### config.mk
export PLATFORM = sky130hd
export DESIGN_NAME = riscv_execute
export DESIGN_NICKNAME = d
export VERILOG_FILES = /design/src/hw/riscv_pkg.sv /design/src/hw/riscv_execute.sv
export VERILOG_INCLUDE_DIRS = /design/src /design/src/hw
export SDC_FILE = /design/constraint.sdc
export NUM_CORES = 1
export LEC_CHECK = 0
export ABC_AREA = 1
export BUFFER_PORTS_ARGS = -buffer_cell sky130_fd_sc_hd__buf_2
export CAP_MARGIN = 25
export CORE_MARGIN = 1.5
export CORE_UTILIZATION = 50
export CTS_BUF_LIST = sky130_fd_sc_hd__clkbuf_16
export CTS_CLUSTER_DIAMETER = 50
export DETAILED_ROUTE_END_ITERATION = 6
export HOLD_SLACK_MARGIN = 0.12
export PLACE_DENSITY_LB_ADDON = 0.3
export SKIP_CTS_REPAIR_TIMING = 1
export SLEW_MARGIN = 20
export SYNTH_ARGS = -nofsm -noshare
export SYNTH_HDL_FRONTEND = slang
export SYNTH_SLANG_ARGS = --single-unit
### constraint.sdc
create_clock -name i_riscv_datapath_clk -period 4.9 [get_ports i_riscv_datapath_clk]
set_input_delay 0.49 -clock i_riscv_datapath_clk [delete_from_list [all_inputs] [get_ports i_riscv_datapath_clk]]
set_output_delay 0.49 -clock i_riscv_datapath_clk [all_outputs]
set_load 0.1 [all_outputs]
### src/hw/riscv_config.svh
`ifndef RISCV_CONFIG_SVH
`define RISCV_CONFIG_SVH

// data path and pc width
`define RV_XLEN 64

// instruction word
`define RV_INST_W 32

// register file geometry
`define RV_REG_AW 5
`define RV_NUM_REGS 32

// first fetch address out of reset
`define RV_PC_RESET 64'h0000_0000_0000_0000

`endif
### src/hw/riscv_pkg.sv
`include "riscv_config.svh"

package riscv_pkg;

  // r-type view, also used for register addresses of every format
  typedef struct packed {
    logic [6:0]            funct7;
    logic [`RV_REG_AW-1:0] rs2;
    logic [`RV_REG_AW-1:0] rs1;
    logic [2:0]            funct3;
    logic [`RV_REG_AW-1:0] rd;
    logic [6:0]            opcode;
  } r_fmt_t;

  typedef struct packed {
    logic [11:0]           imm12;  // imm[11:0]
    logic [`RV_REG_AW-1:0] rs1;
    logic [2:0]            funct3;
    logic [`RV_REG_AW-1:0] rd;
    logic [6:0]            opcode;
  } i_fmt_t;

  typedef struct packed {
    logic [19:0]           imm20;  // imm[31:12]
    logic [`RV_REG_AW-1:0] rd;
    logic [6:0]            opcode;
  } u_fmt_t;

  // one instruction word, three decodings
  typedef union packed {
    r_fmt_t r_fmt;
    i_fmt_t i_fmt;
    u_fmt_t u_fmt;
  } inst_u;

  typedef enum logic {
    imm_i = 1'b0,
    imm_u = 1'b1
  } imm_sel_e;

  typedef enum logic [3:0] {
    alu_add  = 4'd0,
    alu_sub  = 4'd1,
    alu_sll  = 4'd2,
    alu_slt  = 4'd3,
    alu_sltu = 4'd4,
    alu_xor  = 4'd5,
    alu_srl  = 4'd6,
    alu_sra  = 4'd7,
    alu_or   = 4'd8,
    alu_and  = 4'd9
  } alu_op_e;

  typedef enum logic {
    res_alu = 1'b0,
    res_imm = 1'b1   // lui
  } res_sel_e;

endpackage

### src/hw/riscv_execute.sv
`timescale 1ns/1ps
`include "riscv_config.svh"

module riscv_execute (
  input  logic                  i_riscv_datapath_clk,
  input  logic                  i_rst_n,
  input  logic                  i_flush_de,
  input  logic [`RV_XLEN-1:0]   i_pc,
  input  logic [`RV_XLEN-1:0]   i_rs1data,
  input  logic [`RV_XLEN-1:0]   i_rs2data,
  input  logic [`RV_XLEN-1:0]   i_imm,
  input  logic [`RV_REG_AW-1:0] i_rdaddr,
  input  logic                  i_asel,       // 1 selects pc
  input  logic                  i_bsel,       // 1 selects immediate
  input  riscv_pkg::alu_op_e    i_aluctrl,
  input  riscv_pkg::res_sel_e   i_resultsrc,
  input  logic                  i_regw,
  output logic [`RV_XLEN-1:0]   o_result,
  output logic [`RV_XLEN-1:0]   o_imm_e,
  output logic [`RV_REG_AW-1:0] o_rdaddr_e,
  output riscv_pkg::res_sel_e   o_resultsrc_e,
  output logic                  o_regw_e
);

  import riscv_pkg::*;

  localparam int SHAMT_W = $clog2(`RV_XLEN);

  logic [`RV_XLEN-1:0] pc_e;
  logic [`RV_XLEN-1:0] rs1_e;
  logic [`RV_XLEN-1:0] rs2_e;
  logic                asel_e;
  logic                bsel_e;
  alu_op_e             aluctrl_e;

  logic [`RV_XLEN-1:0] op_a;
  logic [`RV_XLEN-1:0] op_b;
  logic [SHAMT_W-1:0]  shamt;

  // decode/execute control, a flush leaves a no-write bubble
  always_ff @(posedge i_riscv_datapath_clk or negedge i_rst_n) begin
    if (!i_rst_n) begin
      o_regw_e      <= 1'b0;
      o_resultsrc_e <= res_alu;
      asel_e        <= 1'b0;
      bsel_e        <= 1'b0;
      aluctrl_e     <= alu_add;
    end else if (i_flush_de) begin
      o_regw_e      <= 1'b0;
      o_resultsrc_e <= res_alu;
      asel_e        <= 1'b0;
      bsel_e        <= 1'b0;
      aluctrl_e     <= alu_add;
    end else begin
      o_regw_e      <= i_regw;
      o_resultsrc_e <= i_resultsrc;
      asel_e        <= i_asel;
      bsel_e        <= i_bsel;
      aluctrl_e     <= i_aluctrl;
    end
  end

  // decode/execute payload
  always_ff @(posedge i_riscv_datapath_clk) begin
    pc_e       <= i_pc;
    rs1_e      <= i_rs1data;
    rs2_e      <= i_rs2data;
    o_imm_e    <= i_imm;
    o_rdaddr_e <= i_rdaddr;
  end

  assign op_a  = asel_e ? pc_e : rs1_e;   // pc for auipc
  assign op_b  = bsel_e ? o_imm_e : rs2_e;
  assign shamt = op_b[SHAMT_W-1:0];       // rv64 uses six bits

  always_comb begin
    case (aluctrl_e)
      alu_add:  o_result = op_a + op_b;
      alu_sub:  o_result = op_a - op_b;
      alu_sll:  o_result = op_a << shamt;
      alu_slt:  o_result = {{(`RV_XLEN-1){1'b0}}, ($signed(op_a) < $signed(op_b))};
      alu_sltu: o_result = {{(`RV_XLEN-1){1'b0}}, (op_a < op_b)};
      alu_xor:  o_result = op_a ^ op_b;
      alu_srl:  o_result = op_a >> shamt;
      alu_sra:  o_result = $signed(op_a) >>> shamt;  // keeps the sign bit
      alu_or:   o_result = op_a | op_b;
      alu_and:  o_result = op_a & op_b;
      default:  o_result = '0;
    endcase
  end

endmodule

==> key figures, run 1 <==
Floorplanning
  • Die W: 248 um
  • # rows: 89
  • Vert. Die Dim: 248 um
  • Initial Util: 50.7%
  • Top Ports: 407

Place
  • Cell count after placement: 6831
  • Post-DP Area: 35100 um2
  • Port bufs: roughly 410
  • Final GP Congestion: around 1.3
  • DP HPWL: 159000 um

Timing
  • Worst endpoint kind after the last repair: primary output
  • Grt repair worst endpoint: o_result[50]

Outcome
  • Failing step: global routing (5_1_grt)
  • Stop err: [ERROR GRT-0228] Horizontal edge usage exceeds the maximum allowed. (9, 27) usage=65535 limit=3200
  • Status: did not finish

Clock tree
  • CTS root buf: clkbuf_16
  • Total clock sinks: approximately 270
  • Clock buffer depth: 3
  • CTS Buf Count: 26
  • H-tree Lvls: 1

GRT
  • Largest net degree at the start of global routing: 134

Yosys
  • Yosys reg bits: around 270
  • EDFF count, synth: 0
  • Ys async rst share: 2.97%
  • Cell variety after synth: 47
  • Most used DFF post-synth: dfxtp_1
  • Mapped Nets: 6086
  • Synth Cell Area: 30000 um2
  • Avg Cell Area, Syn: roughly 5.3 um2
  • Yosys Warn Count: 0
  • Synth Instances: between 5000 and 6000
  • Post-synthesis sequential area ratio: a little under a fifth
cells in the mapped netlist, drive strengths merged, types with 5 or more instances:
cell type | instances | area [um2]
buf | 126 | 638
nand3b | 14 | 105
o211ai | 13 | 97.6
nor4 | 5 | 31.3
clkbuf | 123 | 462
o2111ai | 11 | 96.3
or2 | 65 | 407
ha | 193 | 2410
o21ai | 212 | 1090
o21bai | 24 | 180
dfrtp | 8 | 200
o22ai | 42 | 263
a21oi | 197 | 986
nor2 | 411 | 1550
nor3 | 33 | 170
a211oi | 20 | 150
inv | 775 | 2910
dfxtp | 261 | 5230
nand4 | 49 | 307
nand2 | 2076 | 7790
nand3 | 928 | 4640
xor2 | 6 | 52.6
through the flow:
stage	TNS, ns	setup slack, ns
4_1_cts	-11.44	-0.644
2_1_floorplan	0	0.368
3_3_place_gp	-0.0426	-0.0423
3_5_place_dp	0	0.00501
cell families after synthesis:
group           after synthesis  synth area share (%)
simple gates               3587                  50.2
fa+ha+maj                   195                  8.18
compound gates              537                  10.0
xor+xnor                      6                 0.175
flops                       269                  18.1
buf+inv                    1025                  13.4
==> inputs of run 2 (changes only) <==
CORE_UTILIZATION = 35   (was 50)
CTS_BUF_LIST = not set   (was sky130_fd_sc_hd__clkbuf_16)
CTS_CLUSTER_DIAMETER = not set   (was 50)
HOLD_SLACK_MARGIN = not set   (was 0.12)
PLACE_DENSITY_LB_ADDON = 0.15   (was 0.3)
==> key figures, run 2 <==
Timing
  • Hold WS: 0.0148 ns
  • Final slew viol count: 0
  • Worst rel slew slack: 35.4%
  • Minimum clock period: 4.89 ns
  • Final hold violation count: 0
  • Fmax: about 200 MHz
  • Worst-Margin Slew: 0.966 ns
  • Fin crit share: 99.8%
  • Final setup vio count: 0
  • Unrepaired setup endpoints after global routing: yes

GRT
  • Initial antenna violation count: 7
  • Vias in the first global route: 36444
  • Grt total ovfl: 0
  • First-pass GRT wire length: around 270000 um
  • Total GRT Usage: a little over two fifths
  • Largest net degree at the start of global routing: 134

Detailed routing
  • First-pass DRT Iterations: 7
  • Metal2 WL: 82100 um
  • DRT Wirelength: 202000 um
  • Via-per-instance ratio: 5.56
  • Highest routing layer actually used: met5
  • WL/cell: ~27 um
  • Routed Antenna Nets: 0
  • Routed wl met3: 25300 um
  • First-iteration detailed-routing DRC count: 5622
  • Metal-1 WL: between 80000 and 90000 um
  • DRC: 6
  • Vias: between 40000 and 50000

Min path
  • Hold Crit Class: in2reg
  • Hold Path Stages: 1
  • Hold path endpoint: rs1_e[35]
  • Min-Delay Startpoint: i_rs1data[35]

Critical path
  • Crit. End Element: primary output
  • Slowest library cell on the worst path: dfrtp_2
  • Cell mode on critical path: nand2_1
  • Crit Path Class: reg2out
  • CP peak stage delay: 0.46 ns
  • Worst-path fanout max: 28
  • Critical path cell sequence: inv_8, clkbuf_16, or2_2, o21ai_0, buf_4, ha_1, a21oi_1, nand2_1, nand2_1, nand3_1, nor2_1, nand4_1, nand3_1, nand2_1, inv_1, nand3_2, buf_12
  • CP Data Required Time: 4.41 ns
  • Critical Path Source Type: flip-flop
  • CP arrival: 4.40 ns

Yosys
  • Cell taking the most area after synthesis: nand2_1 (unchanged)
  • Synth Instances: 5619 (unchanged)
  • Cell variety after synth: 47 (unchanged)
  • Post-synth top cells: nand2_1 (2075), nand3_1 (928), inv_1 (767) (unchanged)
  • Count leader, synth: nand2_1 (unchanged)
  • Largest family of logic cells by synthesized area: simple AND/OR/NAND/NOR gates (unchanged)
  • Avg Cell Area, Syn: 5.34 um2 (unchanged)
  • XOR/XNOR Fraction of Synth Area: 0.175% (unchanged)
  • Synth Cell Area: 30000 um2 (unchanged)
  • Complex-gate fraction of the synthesized area: 10.0% (unchanged)
  • Most used DFF post-synth: dfxtp_1 (unchanged)
  • Post-Synth Simple-Gate Area: 50.2% (unchanged)
  • Post-synth top area share: 26.0% (unchanged)
  • Area contributors post-synth: nand2_1 (26%), dfxtp_1 (17%), nand3_1 (15%), inv_1 (9.6%), ha_1 (8.0%) (unchanged)
  • Post-synthesis mux area share: 0% (unchanged)
  • Post-synthesis sequential area ratio: 18.1% (unchanged)
  • Yosys Warn Count: 0 (unchanged)
  • Post-Synth Adder-Cell Area: 8.18% (unchanged)
  • Mapped Nets: 6086 (unchanged)
  • Ys async rst share: 2.97% (unchanged)
  • Yosys reg bits: 269 (unchanged)
  • EDFF count, synth: 0 (unchanged)

Finish
  • Final core occ: a little under half
  • Most frequent cells in the layout: nand2_1 (2015), nand3_1 (904), inv_1 (759)
  • Area Overhead vs Synth: 31.4%
  • Share of cells above drive strength 1: approximately 18%
  • Finished Cell Area: 39400 um2
  • Sequential Area: 5430 um2
  • Final nets: 6742
  • Commonest non-fill, non-tap cell in the layout: nand2_1
  • Multi-input combinational cell area: 21600 um2
  • Layout fillers: 9432
  • Cell Count, Final, Fillers Out: 7443

Place
  • Cell count after placement: 7253 (was 6831)
  • Post-DP Area: 36000 um2 (was 35100 um2)
  • Port bufs: 406 (unchanged)
  • DP HPWL: 166000 um (was 159000 um)
  • Final GP Congestion: 1.14 (was 1.30)

Clock tree
  • CTS Buf Count: 28 (was 26)
  • Total clock sinks: 269 (unchanged)
  • Clock buffer depth: 3 (unchanged)
  • H-tree Lvls: 1 (unchanged)
  • CTS tree: built
  • CTS root buf: clkbuf_16 (unchanged)
  • Clk slew on worst S/H paths: 0.06 ns

Floorplanning
  • Top Ports: 407 (unchanged)
  • Initial Util: 35.3% (was 50.7%)
  • # rows: 107 (was 89)
  • Vert. Die Dim: 296 um (was 248 um)
  • Die W: 296 um (was 248 um)
  • Core Region: 85000 um2
  • Die area: 87500 um2

Power
  • PwrDens: a little over 300 nW/um2
  • Lkg Pwr: 21.5 nW
  • Peak supply drop: 0.326 mV

Outcome
  • Status: finished, violations left (was did not finish)
  • Violated checks: DRC

Run
  • Max-cap check violation count: 0
## run 2: layout make-up
cell class                 count  share of cell area, %
multi-input combinational   4325                   54.8
timing repair buffer         875                   18.0
sequential                   269                   13.8
inverter                     776                   7.45
tap                         1144                   3.63
clock buffer                  42                   2.12
clock inverter                 8                  0.197
antenna                        4                 0.0254
## run 2: how the worst max path moves through the flow
stage | startpoint | endpoint
floorplan | o_imm_e[2] | o_result[42]
global placement | asel_e | o_result[39]
detailed placement | bsel_e | o_result[39]
CTS | asel_e | o_result[39]
global route | bsel_e | o_result[57]
finish | bsel_e | o_result[49]
## run 2: critical path, delay by kind of cell (launching register included)
family | cells | cell delay, ns
DFF | 1 | 0.46
buffers and inverters | 5 | 0.91
adders and majority gates | 1 | 0.39
and+or+nand+nor | 9 | 1.57
AOI/OAI and AO/OA | 2 | 0.45
## run 2: per-stage QoR
step                      setup slack, ns  TNS [ns]  total power [W]
after detailed placement          -0.0874   -0.0874          0.00925
after global placement            -0.0954   -0.0954          0.00926
after floorplan                     0.368         0          0.00630
after global routing              -0.0148   -0.0803           0.0124
final                              0.0114         0           0.0119
after CTS                          -0.699    -13.97           0.0114
## run 2: kinds of logic (layout without fill, tap and decap cells)
logic type               count (synthesis)  count (layout)
AO/OA/AOI/OAI                          537             537
XOR/XNOR                                 6               6
adder cells (fa/ha/maj)                195             195
buffers and inverters                 1025            1701
flip-flops                             269             269
other                                    0               4
AND/OR/NAND/NOR                       3587            3587
## run 2: power by group
| group | total, W | leakage, nW | switching (W) | internal (W) |
|---|---|---|---|---|
| Combinational | 0.00743 | 18.7 | 0.00528 | 0.00215 |
| Clock | 0.00215 | 0.443 | 0.000922 | 0.00123 |
| Sequential | 0.00236 | 2.30 | 0.0000574 | 0.00231 |
| Total | 0.0119 | 21.5 | 0.00626 | 0.00568 |
## run 2: metal layers
| layer | up-vias | GRT usage, % |
|---|---|---|
| li1 | 19122 | - |
| met1 | 19031 | 56.8 |
| met2 | 2743 | 62.7 |
| met3 | 459 | 12.7 |
| met4 | 4 | 27.6 |
| met5 | - | 0 |
Power figures use the tool's default switching activity.
