File: config.mk
export PLATFORM = sky130hd
export DESIGN_NAME = riscv_fetch
export DESIGN_NICKNAME = d
export VERILOG_FILES = /design/src/hw/riscv_pkg.sv /design/src/hw/riscv_fetch.sv
export VERILOG_INCLUDE_DIRS = /design/src /design/src/hw
export SDC_FILE = /design/constraint.sdc
export NUM_CORES = 1
export LEC_CHECK = 0
export ABC_AREA = 0
export BUFFER_PORTS_ARGS = -buffer_cell sky130_fd_sc_hd__buf_2
export CAP_MARGIN = 40
export CORE_MARGIN = 2
export CORE_UTILIZATION = 45
export DETAILED_ROUTE_END_ITERATION = 16
export GPL_ROUTABILITY_DRIVEN = 0
export PLACE_DENSITY = 0.83
export SLEW_MARGIN = 30
export SYNTH_ARGS = -nofsm -noshare
export SYNTH_HDL_FRONTEND = slang
export SYNTH_SLANG_ARGS = --single-unit
export TNS_END_PERCENT = 100
File: constraint.sdc
create_clock -name i_riscv_datapath_clk -period 2.5 [get_ports i_riscv_datapath_clk]
set_input_delay 0.375 -clock i_riscv_datapath_clk [delete_from_list [all_inputs] [get_ports i_riscv_datapath_clk]]
set_output_delay 0.375 -clock i_riscv_datapath_clk [all_outputs]
set_load 0.005 [all_outputs]
File: src/hw/riscv_config.svh
`ifndef RISCV_CONFIG_SVH
`define RISCV_CONFIG_SVH

// data path and pc width
`define RV_XLEN 64

// instruction word
`define RV_INST_W 32

// register file geometry
`define RV_REG_AW 5
`define RV_NUM_REGS 32

// first fetch address out of reset
`define RV_PC_RESET 64'h0000_0000_0000_0000

`endif
File: src/hw/riscv_pkg.sv
`include "riscv_config.svh"

package riscv_pkg;

  // r-type view, also used for register addresses of every format
  typedef struct packed {
    logic [6:0]            funct7;
    logic [`RV_REG_AW-1:0] rs2;
    logic [`RV_REG_AW-1:0] rs1;
    logic [2:0]            funct3;
    logic [`RV_REG_AW-1:0] rd;
    logic [6:0]            opcode;
  } r_fmt_t;

  typedef struct packed {
    logic [11:0]           imm12;  // imm[11:0]
    logic [`RV_REG_AW-1:0] rs1;
    logic [2:0]            funct3;
    logic [`RV_REG_AW-1:0] rd;
    logic [6:0]            opcode;
  } i_fmt_t;

  typedef struct packed {
    logic [19:0]           imm20;  // imm[31:12]
    logic [`RV_REG_AW-1:0] rd;
    logic [6:0]            opcode;
  } u_fmt_t;

  // one instruction word, three decodings
  typedef union packed {
    r_fmt_t r_fmt;
    i_fmt_t i_fmt;
    u_fmt_t u_fmt;
  } inst_u;

  typedef enum logic {
    imm_i = 1'b0,
    imm_u = 1'b1
  } imm_sel_e;

  typedef enum logic [3:0] {
    alu_add  = 4'd0,
    alu_sub  = 4'd1,
    alu_sll  = 4'd2,
    alu_slt  = 4'd3,
    alu_sltu = 4'd4,
    alu_xor  = 4'd5,
    alu_srl  = 4'd6,
    alu_sra  = 4'd7,
    alu_or   = 4'd8,
    alu_and  = 4'd9
  } alu_op_e;

  typedef enum logic {
    res_alu = 1'b0,
    res_imm = 1'b1   // lui
  } res_sel_e;

endpackage

File: src/hw/riscv_fetch.sv
`timescale 1ns/1ps
`include "riscv_config.svh"

module riscv_fetch (
  input  logic                  i_riscv_datapath_clk,
  input  logic                  i_rst_n,
  input  logic                  i_stallpc,   // hold pc
  input  logic                  i_stall_fd,  // hold fetch/decode reg
  input  logic                  i_flush_fd,  // bubble into fetch/decode reg
  input  logic [`RV_INST_W-1:0] i_inst,      // from instruction memory
  output logic [`RV_XLEN-1:0]   o_pc,        // to instruction memory
  output logic [`RV_XLEN-1:0]   o_pc_d,
  output riscv_pkg::inst_u      o_inst_d
);

  localparam logic [`RV_XLEN-1:0] PC_STEP = `RV_XLEN'(4);

  logic [`RV_XLEN-1:0] pc_next;

  // sequential fetch only, no redirection
  assign pc_next = i_stallpc ? o_pc : o_pc + PC_STEP;

  always_ff @(posedge i_riscv_datapath_clk or negedge i_rst_n) begin
    if (!i_rst_n) begin
      o_pc <= `RV_PC_RESET;
    end else begin
      o_pc <= pc_next;
    end
  end

  // all-zero word is what control decodes as a no-write bubble
  always_ff @(posedge i_riscv_datapath_clk or negedge i_rst_n) begin
    if (!i_rst_n) begin
      o_inst_d <= '0;
    end else if (i_flush_fd) begin  // flush beats stall
      o_inst_d <= '0;
    end else if (!i_stall_fd) begin
      o_inst_d <= i_inst;
    end
  end

  // pc of the instruction in decode, feeds auipc
  always_ff @(posedge i_riscv_datapath_clk) begin
    if (!i_stall_fd) begin
      o_pc_d <= o_pc;
    end
  end

endmodule

==> results_tabular.tex, run 1 <==
\begin{tabular}{lr}
\hline
Metric & Value \\
\hline
\multicolumn{2}{l}{\textbf{Critical path}} \\
\quad Cell count along the critical path & 5 \\
\quad Logic depth of the worst register-to-register path & 5 \\
\quad Data arrival time at the worst-slack endpoint & 2.46 ns \\
\quad Critical path startpoint category & register \\
\quad Worst-path maximum fanout & 7 \\
\quad Worst Setup Path Type & reg2reg \\
\quad Cell-by-cell listing of the critical path & nand4\_1, nor3\_1, nand4\_1, nor3\_1, xor2\_1 \\
\quad Critical Path Sink Type & register \\
\quad Worst EP required & 2.84 ns \\
\quad Stage delay of the slowest cell on the critical path & 0.47 ns \\
\quad Crit path buf inv count & 0 \\
\quad Top Family by Delay on Critical Path & simple AND/OR/NAND/NOR gates \\
\quad Cell at the slowest stage of the critical path & sky130\_fd\_sc\_hd\_\_dfrtp\_1 \\
\multicolumn{2}{l}{\textbf{Floorplanning}} \\
\quad Die Outline Area & 14600 µm² \\
\quad Horizontal die dimension & 121 µm \\
\quad Row Count & 42 \\
\quad Y dimension of the die & 121 µm \\
\quad Initial standard-cell utilization of the core & 0.462 \\
\quad Core Area & 13300 µm² \\
\quad Io pins & 197 \\
\multicolumn{2}{l}{\textbf{Synthesis}} \\
\quad Compound-cell area share of the yosys netlist & 0 \\
\quad Syn\_area\_per\_cell & 14.2 µm² \\
\quad Count of mapped cells out of synthesis & 434 \\
\quad Share of the synthesized area in the top cell type & 0.383 \\
\quad Share of synthesized area spent on multiplexers & 0.0540 \\
\quad Post-synthesis sequential area ratio & 0.686 \\
\quad Synthesis-stage register bit count & 156 \\
\quad Leading area contributor after synthesis & sky130\_fd\_sc\_hd\_\_dfrtp\_1 \\
\quad Main combinational cell family by area after synthesis & simple AND/OR/NAND/NOR gates \\
\quad Synthesis Warnings & 0 \\
\quad Area share of and/or/nand/nor cells after synthesis & 0.152 \\
\quad Synth unique cells & 36 \\
\quad Leading cell types by total area after synthesis & sky130\_fd\_sc\_hd\_\_dfrtp\_1 38\%, sky130\_fd\_sc\_hd\_\_edfxtp\_1 30\%, sky130\_fd\_sc\_hd\_\_mux2i\_1 5.2\% \\
\quad Area of the mapped netlist & 6140 µm² \\
\quad Share of synthesized cell area in full adder, half adder and majority cells & 0.00204 \\
\quad Xor and xnor fraction of the mapped netlist area & 0.0882 \\
\multicolumn{2}{l}{\textbf{Global routing}} \\
\quad Wire length of the first global-routing pass & 21800 µm \\
\quad Overall routing resource usage & 0.198 \\
\quad Antenna violations before repair & 0 \\
\quad Global route overflow & 0 \\
\quad Maximum number of pins on one net before global-route repair & 63 \\
\quad Via count of the first global-routing pass & 4219 \\
\multicolumn{2}{l}{\textbf{Route}} \\
\quad Violation count after the first detailed-route iteration & 230 \\
\quad WL/cell & 16.6 µm \\
\quad Total wire length & 13800 µm \\
\quad Detailed Routing Iterations Pass 1 & 4 \\
\quad Via count & 4134 \\
\quad Post-detailed-route via-to-cell ratio & 4.96 \\
\quad DRC Markers & 0 \\
\quad Detail Route Antenna Nets & 0 \\
\multicolumn{2}{l}{\textbf{Timing}} \\
\quad Setup ws final & 0.373 ns \\
\quad Final critical delay including setup and external delays & 2.13 ns \\
\quad Total Negative Setup Slacks & 0 ns \\
\quad RSZ-0062 raised after global routing & no \\
\quad Setup violators final & 0 \\
\quad Setup clock skew after layout & 0.0127 ns \\
\quad Share of the clock period used by the worst path & 0.851 \\
\quad Fmax & 470 MHz \\
\quad Slew margin rel. & 0.525 \\
\quad Actual transition at the worst max-transition pin & 0.713 ns \\
\quad Slew Viols, Final & 0 \\
\quad Final count of hold timing violations & 0 \\
\multicolumn{2}{l}{\textbf{Power}} \\
\quad Static leakage & 4.02 nW \\
\quad IR Drop Worst-Case VDD & 369 µV \\
\quad Power Density & 747 nW/µm² \\
\multicolumn{2}{l}{\textbf{CTS}} \\
\quad Total number of clock tree sinks & 156 \\
\quad Post-CTS Hold Buffers & 0 \\
\quad H-tree lvl count & 4 \\
\quad Resized Gates After CTS & 0 \\
\quad Total clock buffers created by CTS & 17 \\
\quad CTS tree & done \\
\quad Root Driver & sky130\_fd\_sc\_hd\_\_clkbuf\_16 \\
\quad Clock transition at the registers of the reported paths & 0.06 ns \\
\quad Setup repair bufs after CTS & 0 \\
\quad Worst-skew pair later-pin latency & 0.42 ns \\
\quad Bufs on Longest Clock Path & 2 \\
\multicolumn{2}{l}{\textbf{Layout}} \\
\quad Area used by multi-input combinational logic & 1830 µm² \\
\quad Post-route cell area & 7930 µm² \\
\quad Share of the core filled with cells in the final layout & 0.597 \\
\quad Filler-free cell count of the finished design & 833 \\
\quad Layout net count & 682 \\
\quad Share of final-layout standard cells stronger than drive strength 1 & 0.382 \\
\quad Layout-stage area growth over the synthesis result & 29.1\% \\
\quad Final antenna diode count & 0 \\
\quad Layout fillers & 1040 \\
\quad Sequential cell area in the final layout & 4210 µm² \\
\multicolumn{2}{l}{\textbf{Hold path}} \\
\quad Hold crit path type & in2async \\
\multicolumn{2}{l}{\textbf{Placement}} \\
\quad Post-Place Worst Slack & 0.339 ns \\
\quad Placed cell area & 7350 µm² \\
\quad Cell Count Post-Placement & 801 \\
\quad DP Wirelength & 10200 µm \\
\quad Count of input and output buffers & 192 \\
\multicolumn{2}{l}{\textbf{Job}} \\
\quad Total of max-cap violations & 0 \\
\multicolumn{2}{l}{\textbf{Run status}} \\
\quad Status & finished, final reports clean \\
\hline
\end{tabular}
[per-stage QoR]
| stage | power [W] | hold slack, ns |
|---|---|---|
| 6_report | 0.00592 | 0.00558 |
| 5_1_grt | 0.00616 | 0.0530 |
| 4_1_cts | 0.00599 | 0.0411 |
| 3_5_place_dp | 0.00348 | 0.465 |
| 3_3_place_gp | 0.00345 | 0.458 |
| 2_1_floorplan | 0.00318 | 0.0794 |
[worst paths after layout]
check,start,end,slack [ns]
min in group i_riscv_datapath_clk,i_inst[27],o_inst_d[27],0.20
worst min register to register,o_pc[52],o_pc_d[52],0.48
worst max register to register,o_pc[31],o_pc[57],0.37
max in group asynchronous,i_rst_n,o_inst_d[26],1.74
worst max-delay path,o_pc[31],o_pc[57],0.37
worst min-delay path,i_rst_n,o_inst_d[13],0.006
[report_power, final]
part | internal (W) | switching [W]
Clock | 0.00154 | 0.000963
Combinational | 0.000229 | 0.000257
Sequential | 0.00281 | 0.000118
[sequential cells by signal, indices dropped and copies added, names as in the netlist]
name	count
o_pc_d	62
o_pc	62
o_inst_d	32
[cell usage after synthesis]
cell and count:
sky130_fd_sc_hd__mux2_2 1, sky130_fd_sc_hd__conb_1 1, sky130_fd_sc_hd__nor4_4 3, sky130_fd_sc_hd__and2_1 1, sky130_fd_sc_hd__nand2_1 21, sky130_fd_sc_hd__xor2_1 32, sky130_fd_sc_hd__nand3_1 21, sky130_fd_sc_hd__and4b_1 1
sky130_fd_sc_hd__or2_2 1, sky130_fd_sc_hd__inv_1 11, sky130_fd_sc_hd__ha_1 1, sky130_fd_sc_hd__edfxtp_1 62, sky130_fd_sc_hd__nor3_2 1, sky130_fd_sc_hd__nand4b_4 1, sky130_fd_sc_hd__nor4_1 7, sky130_fd_sc_hd__nor2b_1 1
sky130_fd_sc_hd__buf_4 4, sky130_fd_sc_hd__mux2i_1 32, sky130_fd_sc_hd__and4_1 1, sky130_fd_sc_hd__nor2_1 54, sky130_fd_sc_hd__xnor2_1 28, sky130_fd_sc_hd__nor3_1 15, sky130_fd_sc_hd__nand4_2 1, sky130_fd_sc_hd__xnor2_2 1
sky130_fd_sc_hd__nand2b_1 1, sky130_fd_sc_hd__nand4_4 3, sky130_fd_sc_hd__nand4_1 15, sky130_fd_sc_hd__clkbuf_1 7, sky130_fd_sc_hd__or3_4 1, sky130_fd_sc_hd__nand3_4 1, sky130_fd_sc_hd__nor4_2 4, sky130_fd_sc_hd__and2_2 1
sky130_fd_sc_hd__buf_6 1, sky130_fd_sc_hd__and3_1 3, sky130_fd_sc_hd__nand3_2 1, sky130_fd_sc_hd__dfrtp_1 94
[worst register-to-register path: cells and delay by family (launching register included)]
kind	cells	cell delay, ns
DFF	1	0.47
xor gates and xnor gates	1	0.18
and+or+nand+nor	4	1.39
[cells by family (layout without fill, tap and decap cells)]
group / after synthesis / count (layout)
buffers and inverters: 23 / 243
muxes: 33 / 33
DFF: 156 / 156
xor gates and xnor gates: 61 / 61
adders and majority gates: 1 / 1
other: 1 / 4
and+or+nand+nor: 159 / 159
[area by class of cell]
type	count	area share
clock buffers	21	0.0593
clock inverters	11	0.0145
inverters	11	0.00568
multi-input cells	258	0.231
flip-flops and latches	156	0.531
well taps	176	0.0278
repair buffers	200	0.131
[routing by layer]
layer | track usage | vias to the layer above | wire [µm]
met5 | 0 | - | 0
met3 | 0.0564 | 23 | 898
met4 | 0.0843 | 0 | 294
met1 | 0.236 | 2021 | 5680
li1 | - | 1936 | -
met2 | 0.334 | 154 | 6960
[cell usage in the layout, fill, tap and decap left out, drive strengths merged, types with 2 or more instances in the layout]
cell,synthesis,layout
bufinv,0,2
and2,2,2
edfxtp,62,62
dfrtp,94,94
nand4,19,19
nand2,21,21
mux2i,32,32
and3,3,3
xor2,32,32
clkinv,0,8
nand3,23,23
nor2,54,54
inv,11,11
xnor2,29,29
buf,5,200
conb,1,4
clkbuf,7,21
nor4,14,14
nor3,16,16
Power figures use the tool's default switching activity.
==> inputs of run 2 (changes only) <==
Settings changed: CELL_PAD_IN_SITES_DETAIL_PLACEMENT set to 1, CELL_PAD_IN_SITES_GLOBAL_PLACEMENT set to 2, CORE_UTILIZATION 45 to 33.
==> run 2 against run 1 <==
  * Maximum frequency fell by 3.7%
  * Final cell count rose by 6.5%
  * Final area rose by 0.47%
  * Sequential power barely moved
  * Non-clock buffer count rose by 1
  * Power fell by 1.7%
  * Critical path type unchanged
==> results_tabular.tex, run 2 (synthesis results as in run 1) <==
\begin{tabular}{lr}
\hline
Metric & Value \\
\hline
\multicolumn{2}{l}{\textbf{Run status}} \\
\quad Status & finished, final reports clean \\
\multicolumn{2}{l}{\textbf{Timing}} \\
\quad Total Negative Setup Slacks & 0 ns (unchanged) \\
\quad Share of the clock period used by the worst path & 0.883 (+0.0323) \\
\quad Final critical delay including setup and external delays & 2.21 ns (+0.0808 ns) \\
\quad Actual transition at the worst max-transition pin & 0.577 ns (-0.136 ns) \\
\quad Setup ws final & 0.292 ns (-0.0808 ns) \\
\quad Setup violators final & 0 (unchanged) \\
\quad Setup clock skew after layout & 0.00660 ns (-0.00613 ns) \\
\quad Fmax & 453 MHz (-3.7\%) \\
\quad Final count of hold timing violations & 0 (unchanged) \\
\quad Slew margin rel. & 0.615 (+0.0906) \\
\quad RSZ-0062 raised after global routing & no \\
\quad Slew Viols, Final & 0 (unchanged) \\
\multicolumn{2}{l}{\textbf{Global routing}} \\
\quad Via count of the first global-routing pass & 4526 (+7.3\%) \\
\quad Global route overflow & 0 (unchanged) \\
\quad Overall routing resource usage & 0.162 (-0.0351) \\
\quad Maximum number of pins on one net before global-route repair & 63 (unchanged) \\
\quad Wire length of the first global-routing pass & 25000 µm (+15\%) \\
\quad Antenna violations before repair & 0 (unchanged) \\
\multicolumn{2}{l}{\textbf{Layout}} \\
\quad Layout-stage area growth over the synthesis result & 29.7\% \\
\quad Layout fillers & 1941 (+87\%) \\
\quad Final antenna diode count & 0 (unchanged) \\
\quad Most common cell after layout, fill and taps aside & sky130\_fd\_sc\_hd\_\_buf\_2 \\
\quad Commonest non-fill, non-tap cells in the layout & 191 x sky130\_fd\_sc\_hd\_\_buf\_2, 94 x sky130\_fd\_sc\_hd\_\_dfrtp\_1, 62 x sky130\_fd\_sc\_hd\_\_edfxtp\_1 \\
\quad Share of final-layout standard cells stronger than drive strength 1 & 0.377 (-0.00514) \\
\quad Share of the core filled with cells in the final layout & 0.441 (-0.156) \\
\quad Largest registers & o\_pc: 62 flops, o\_pc\_d: 62 flops, o\_inst\_d: 32 flops \\
\quad Layout net count & 683 (+0.15\%) \\
\quad Filler-free cell count of the finished design & 887 (+6.5\%) \\
\multicolumn{2}{l}{\textbf{Power}} \\
\quad IR Drop Worst-Case VDD & 484 µV (+31\%) \\
\quad Pwr Total & 0.00582 W (-1.7\%) \\
\quad Static leakage & 3.98 nW (-0.82\%) \\
\quad Power Density & 731 nW/µm² (-2.1\%) \\
\multicolumn{2}{l}{\textbf{Critical path}} \\
\quad Critical register-to-register path startpoint & o\_pc[3] \\
\quad Data arrival time at the worst-slack endpoint & 2.56 ns (+0.10 ns) \\
\quad Worst EP required & 2.85 ns (about the same) \\
\quad Critical path startpoint category & register \\
\quad Crit path from & o\_pc[3] \\
\quad Worst Setup Path Type & reg2reg \\
\quad Worst-path maximum fanout & 8 (+1) \\
\quad Critical Path Sink Type & register \\
\multicolumn{2}{l}{\textbf{Route}} \\
\quad Violation count after the first detailed-route iteration & 152 (-34\%) \\
\quad Via count & 4223 (+2.2\%) \\
\quad Total wire length & 15700 µm (+13\%) \\
\quad Detail Route Antenna Nets & 0 (unchanged) \\
\quad DRC Markers & 0 (unchanged) \\
\quad Post-detailed-route via-to-cell ratio & 4.76 (-4.1\%) \\
\quad WL/cell & 17.6 µm (+6.3\%) \\
\quad Detailed Routing Iterations Pass 1 & 4 (unchanged) \\
\multicolumn{2}{l}{\textbf{Placement}} \\
\quad DP Wirelength & 11400 µm (+12\%) \\
\quad Cell Count Post-Placement & 854 (+6.6\%) \\
\quad Count of input and output buffers & 192 (unchanged) \\
\quad Post-Place Worst Slack & 0.276 ns (-0.0630 ns) \\
\multicolumn{2}{l}{\textbf{CTS}} \\
\quad Total clock buffers created by CTS & 17 (unchanged) \\
\quad Bufs on Longest Clock Path & 2 (unchanged) \\
\quad Root Driver & sky130\_fd\_sc\_hd\_\_clkbuf\_16 \\
\quad CTS tree & done \\
\quad Clock transition at the registers of the reported paths & 0.06 ns (about the same) \\
\quad H-tree lvl count & 4 (unchanged) \\
\quad Total number of clock tree sinks & 156 (unchanged) \\
\quad Resized Gates After CTS & 0 (unchanged) \\
\quad Post-CTS Hold Buffers & 1 (+1) \\
\quad Setup repair bufs after CTS & 0 (unchanged) \\
\quad Worst-skew pair later-pin latency & 0.42 ns (about the same) \\
\multicolumn{2}{l}{\textbf{Floorplanning}} \\
\quad Row Count & 49 (+17\%) \\
\quad Die Outline Area & 19700 µm² (+35\%) \\
\quad Io pins & 197 (unchanged) \\
\quad Core Area & 18100 µm² (+36\%) \\
\quad Horizontal die dimension & 140 µm (+16\%) \\
\quad Y dimension of the die & 140 µm (+16\%) \\
\quad Initial standard-cell utilization of the core & 0.340 (-0.122) \\
\multicolumn{2}{l}{\textbf{Hold path}} \\
\quad Hold crit path type & in2reg \\
\quad Hold Path Origin & i\_inst[1] \\
\multicolumn{2}{l}{\textbf{Job}} \\
\quad Total of max-cap violations & 0 (unchanged) \\
\hline
\end{tabular}
run 2: changes by cell type in the layout (fill, tap and decap cells not counted), sizes merged:
cell,before,now
clkbuf,21,22
dlygate4sd3,0,1
clkinv,8,5
clkinvlp,1,4
bufinv,2,1
run 2: area by class of cell:
type	count	area, µm²	area share
Sequential cell	156	4210	0.529
Multi-Input combinational cell	258	1830	0.230
Timing Repair Buffer	201	1050	0.131
Clock buffer	22	454	0.0570
Tap cell	229	287	0.0359
Clock inverter	10	92.6	0.0116
Inverter	11	45.0	0.00565
run 2: through the flow:
stage / instance area, µm² / hold WS, ns
final: 7970 / 0.190
after global routing: 7970 / 0.195
after CTS: 7970 / 0.174
after detailed placement: 7410 / 0.355
after global placement: 7410 / 0.346
after floorplan: 6160 / 0.0794
run 2: worst paths after layout:
path | endpoint | slack [ns] | cells after the start
max | o_pc[50] | 0.29 | 6
min | o_inst_d[1] | 0.19 | 3
max reg2reg | o_pc[50] | 0.29 | 6
min reg2reg | o_pc_d[30] | 0.48 | 0
max in group asynchronous | o_pc[30] | 1.36 | 3
min in group asynchronous | o_inst_d[12] | 0.44 | 2
run 2: power breakdown:
| group | internal, W | switching, W | leakage [nW] | total (W) |
|---|---|---|---|---|
| Clock | 0.00139 | 0.00101 | 0.258 | 0.00241 |
| Combinational | 0.000221 | 0.000254 | 1.83 | 0.000476 |
| Sequential | 0.00281 | 0.000129 | 1.89 | 0.00294 |
| Total | 0.00443 | 0.00140 | 3.98 | 0.00582 |
run 2: critical path, stage by stage, from the launching register on:
cell and delay [ns]:
sky130_fd_sc_hd__dfrtp_1 0.49, sky130_fd_sc_hd__ha_1 0.32, sky130_fd_sc_hd__nand3_1 0.12, sky130_fd_sc_hd__nor4_1 0.31
sky130_fd_sc_hd__nand4_2 0.31, sky130_fd_sc_hd__nor4_1 0.41, sky130_fd_sc_hd__xor2_1 0.17
run 2: metal layers:
metal,part of all wire,global-route usage,vias to the layer above
met3,0.067,0.0499,15
met5,0,0,-
met1,0.43,0.201,2132
met4,0.013,0.0542,0
met2,0.49,0.272,142
li1,-,-,1934
==> inputs of run 3 (changes only) <==
Settings changed: RECOVER_POWER set to 50, SLEW_MARGIN 30 to 20.
==> run 3 against run 2 <==
  * The run now ends with max-capacitance violations, max-slew violations left
  * Largest cell class unchanged
  * Critical endpoint is now o_pc[62]
  * Sequential cell count did not move
  * Clock power barely moved
  * Sequential power barely moved
==> results_tabular.tex, run 3 (synthesis results as in run 1) <==
\begin{tabular}{lr}
\hline
Metric & Value \\
\hline
\multicolumn{2}{l}{\textbf{Global routing}} \\
\quad Maximum number of pins on one net before global-route repair & 63 (unchanged) \\
\quad Overall routing resource usage & 0.162 (unchanged) \\
\quad Antenna violations before repair & 0 (unchanged) \\
\quad Wire length of the first global-routing pass & 25000 µm (unchanged) \\
\quad Global route overflow & 0 (unchanged) \\
\quad Via count of the first global-routing pass & 4526 (unchanged) \\
\multicolumn{2}{l}{\textbf{Power}} \\
\quad Static leakage & 3.97 nW (-0.42\%) \\
\quad IR Drop Worst-Case VDD & 485 µV (+0.17\%) \\
\quad Power Density & 732 nW/µm² (+0.15\%) \\
\multicolumn{2}{l}{\textbf{Timing}} \\
\quad Fmax & 455 MHz (+0.37\%) \\
\quad Final critical delay including setup and external delays & 2.20 ns (-0.00814 ns) \\
\quad Min Hold Slack & 0.191 ns (+0.000777 ns) \\
\quad Slew Viols, Final & 27 (+27) \\
\quad Slew margin rel. & -0.0490 (-0.664) \\
\quad Total Negative Setup Slacks & 0 ns (unchanged) \\
\quad Share of the clock period used by the worst path & 0.880 (-0.00326) \\
\quad Final count of hold timing violations & 0 (unchanged) \\
\quad Setup clock skew after layout & 0.0130 ns (+0.00638 ns) \\
\quad Actual transition at the worst max-transition pin & 1.57 ns (+0.996 ns) \\
\quad Setup violators final & 0 (unchanged) \\
\quad RSZ-0062 raised after global routing & no \\
\multicolumn{2}{l}{\textbf{Floorplanning}} \\
\quad Io pins & 197 (unchanged) \\
\quad Row Count & 49 (unchanged) \\
\quad Die Outline Area & 19700 µm² (unchanged) \\
\quad Y dimension of the die & 140 µm (unchanged) \\
\quad Initial standard-cell utilization of the core & 0.340 (unchanged) \\
\quad Core Area & 18100 µm² (unchanged) \\
\quad Horizontal die dimension & 140 µm (unchanged) \\
\multicolumn{2}{l}{\textbf{Route}} \\
\quad Total wire length & 15600 µm (-0.24\%) \\
\quad Detailed Routing Iterations Pass 1 & 5 (+1) \\
\quad Via count & 4247 (+0.57\%) \\
\quad Detail Route Antenna Nets & 0 (unchanged) \\
\quad Post-detailed-route via-to-cell ratio & 4.79 (+0.57\%) \\
\quad DRC Markers & 0 (unchanged) \\
\quad WL/cell & 17.6 µm (-0.24\%) \\
\quad Violation count after the first detailed-route iteration & 150 (-1.3\%) \\
\multicolumn{2}{l}{\textbf{CTS}} \\
\quad Setup repair bufs after CTS & 0 (unchanged) \\
\quad Root Driver & sky130\_fd\_sc\_hd\_\_clkbuf\_16 \\
\quad CTS tree & done \\
\quad H-tree lvl count & 4 (unchanged) \\
\quad Post-CTS Hold Buffers & 1 (unchanged) \\
\quad Total number of clock tree sinks & 156 (unchanged) \\
\quad Total clock buffers created by CTS & 17 (unchanged) \\
\quad Clock transition at the registers of the reported paths & 0.06 ns (about the same) \\
\quad Resized Gates After CTS & 0 (unchanged) \\
\quad Worst-skew pair later-pin latency & 0.43 ns (about the same) \\
\quad Bufs on Longest Clock Path & 2 (unchanged) \\
\multicolumn{2}{l}{\textbf{Critical path}} \\
\quad Critical Path Sink Type & register \\
\quad Cell-by-cell listing of the critical path & ha\_1, nand4\_1, nor4\_4, nand4\_4, nor3\_1, xor2\_1 \\
\quad Cell count along the critical path & 6 (unchanged) \\
\quad Crit path buf inv count & 0 (unchanged) \\
\quad Critical path startpoint category & register \\
\quad Data arrival time at the worst-slack endpoint & 2.54 ns (-0.02 ns) \\
\quad Top Family by Delay on Critical Path & simple AND/OR/NAND/NOR gates \\
\quad Worst Setup Path Type & reg2reg \\
\quad Cell at the slowest stage of the critical path & sky130\_fd\_sc\_hd\_\_dfrtp\_1 \\
\quad Worst-path maximum fanout & 8 (unchanged) \\
\quad Worst EP required & 2.84 ns (about the same) \\
\quad Stage delay of the slowest cell on the critical path & 0.49 ns (about the same) \\
\quad Logic depth of the worst register-to-register path & 6 (unchanged) \\
\multicolumn{2}{l}{\textbf{Layout}} \\
\quad Largest registers & o\_pc: 62 flops, o\_pc\_d: 62 flops, o\_inst\_d: 32 flops \\
\quad Layout net count & 683 (unchanged) \\
\quad Layout-stage area growth over the synthesis result & 29.3\% \\
\quad Commonest non-fill, non-tap cells in the layout & 190 x sky130\_fd\_sc\_hd\_\_buf\_2, 94 x sky130\_fd\_sc\_hd\_\_dfrtp\_1, 62 x sky130\_fd\_sc\_hd\_\_edfxtp\_1 \\
\quad Final antenna diode count & 0 (unchanged) \\
\quad Most common cell after layout, fill and taps aside & sky130\_fd\_sc\_hd\_\_buf\_2 \\
\quad Layout fillers & 1945 (+0.21\%) \\
\quad Share of final-layout standard cells stronger than drive strength 1 & 0.372 (-0.00456) \\
\multicolumn{2}{l}{\textbf{Placement}} \\
\quad DP Wirelength & 11400 µm (unchanged) \\
\quad Count of input and output buffers & 192 (unchanged) \\
\multicolumn{2}{l}{\textbf{Hold path}} \\
\quad Cell depth of the worst hold path & 3 (unchanged) \\
\quad Hold crit path type & in2reg \\
\multicolumn{2}{l}{\textbf{Run status}} \\
\quad Status & complete, but fails checks \\
\quad Violations in the final reports & max-capacitance violations, max-slew violations \\
\multicolumn{2}{l}{\textbf{Job}} \\
\quad Total of max-cap violations & 1 (+1) \\
\hline
\end{tabular}
run 3: cell count changes in the layout (fill, tap and decap cells not counted), sizes merged:
cell	delta
clkbuf	+7
buf	-7
run 3: area by class of cell:
cell class                      instances  area [µm²]  share of cell area
Clock buffer                           22         454              0.0572
Clock inverter                         10        92.6              0.0117
Inverter                               11        45.0             0.00567
Multi-Input combinational cell        258        1830               0.231
Sequential cell                       156        4210               0.531
Tap cell                              229         287              0.0361
Timing Repair Buffer                  201        1020               0.128
run 3: stage by stage:
stage / setup WS, ns / util / instance area [µm²] / power, W / std cells
floorplan: 0.211 / - / 6160 / 0.00318 / 437
global placement: 0.371 / 0.410 / 7410 / 0.00345 / 854
detailed placement: 0.276 / 0.410 / 7410 / 0.00348 / 854
CTS: 0.251 / 0.441 / 7970 / 0.00591 / 887
global route: 0.0737 / 0.439 / 7940 / 0.00608 / 887
finish: 0.301 / 0.439 / 7940 / 0.00581 / 887
run 3: per-layer routing:
metal  share of wire  global-route usage
met2            0.49               0.272
met4           0.012              0.0542
met1            0.43               0.201
met3           0.064              0.0499
met5               0                   0
run 3: worst paths after layout:
kind	slack, ns	end	start
max	0.30	o_pc[62]	o_pc[3]
max in group asynchronous	0.45	o_pc[8]	i_rst_n
min in group asynchronous	0.59	o_inst_d[12]	i_rst_n
min reg2reg	0.49	o_pc_d[30]	o_pc[30]
min	0.19	o_inst_d[1]	i_inst[1]
max reg2reg	0.30	o_pc[62]	o_pc[3]
run 3: worst min-delay path: cells and delay by family:
kind                   cells  cell delay [ns]
and+or+nand+nor            1             0.08
muxes                      1             0.05
buffers and inverters      1             0.07
run 3: where the power goes:
| part | internal, W | switching, W | leakage, nW | total, W |
|---|---|---|---|---|
| logic | 0.000210 | 0.000254 | 1.82 | 0.000464 |
| clock network | 0.00139 | 0.00101 | 0.258 | 0.00240 |
| registers | 0.00282 | 0.000129 | 1.89 | 0.00295 |
| total | 0.00442 | 0.00139 | 3.97 | 0.00581 |
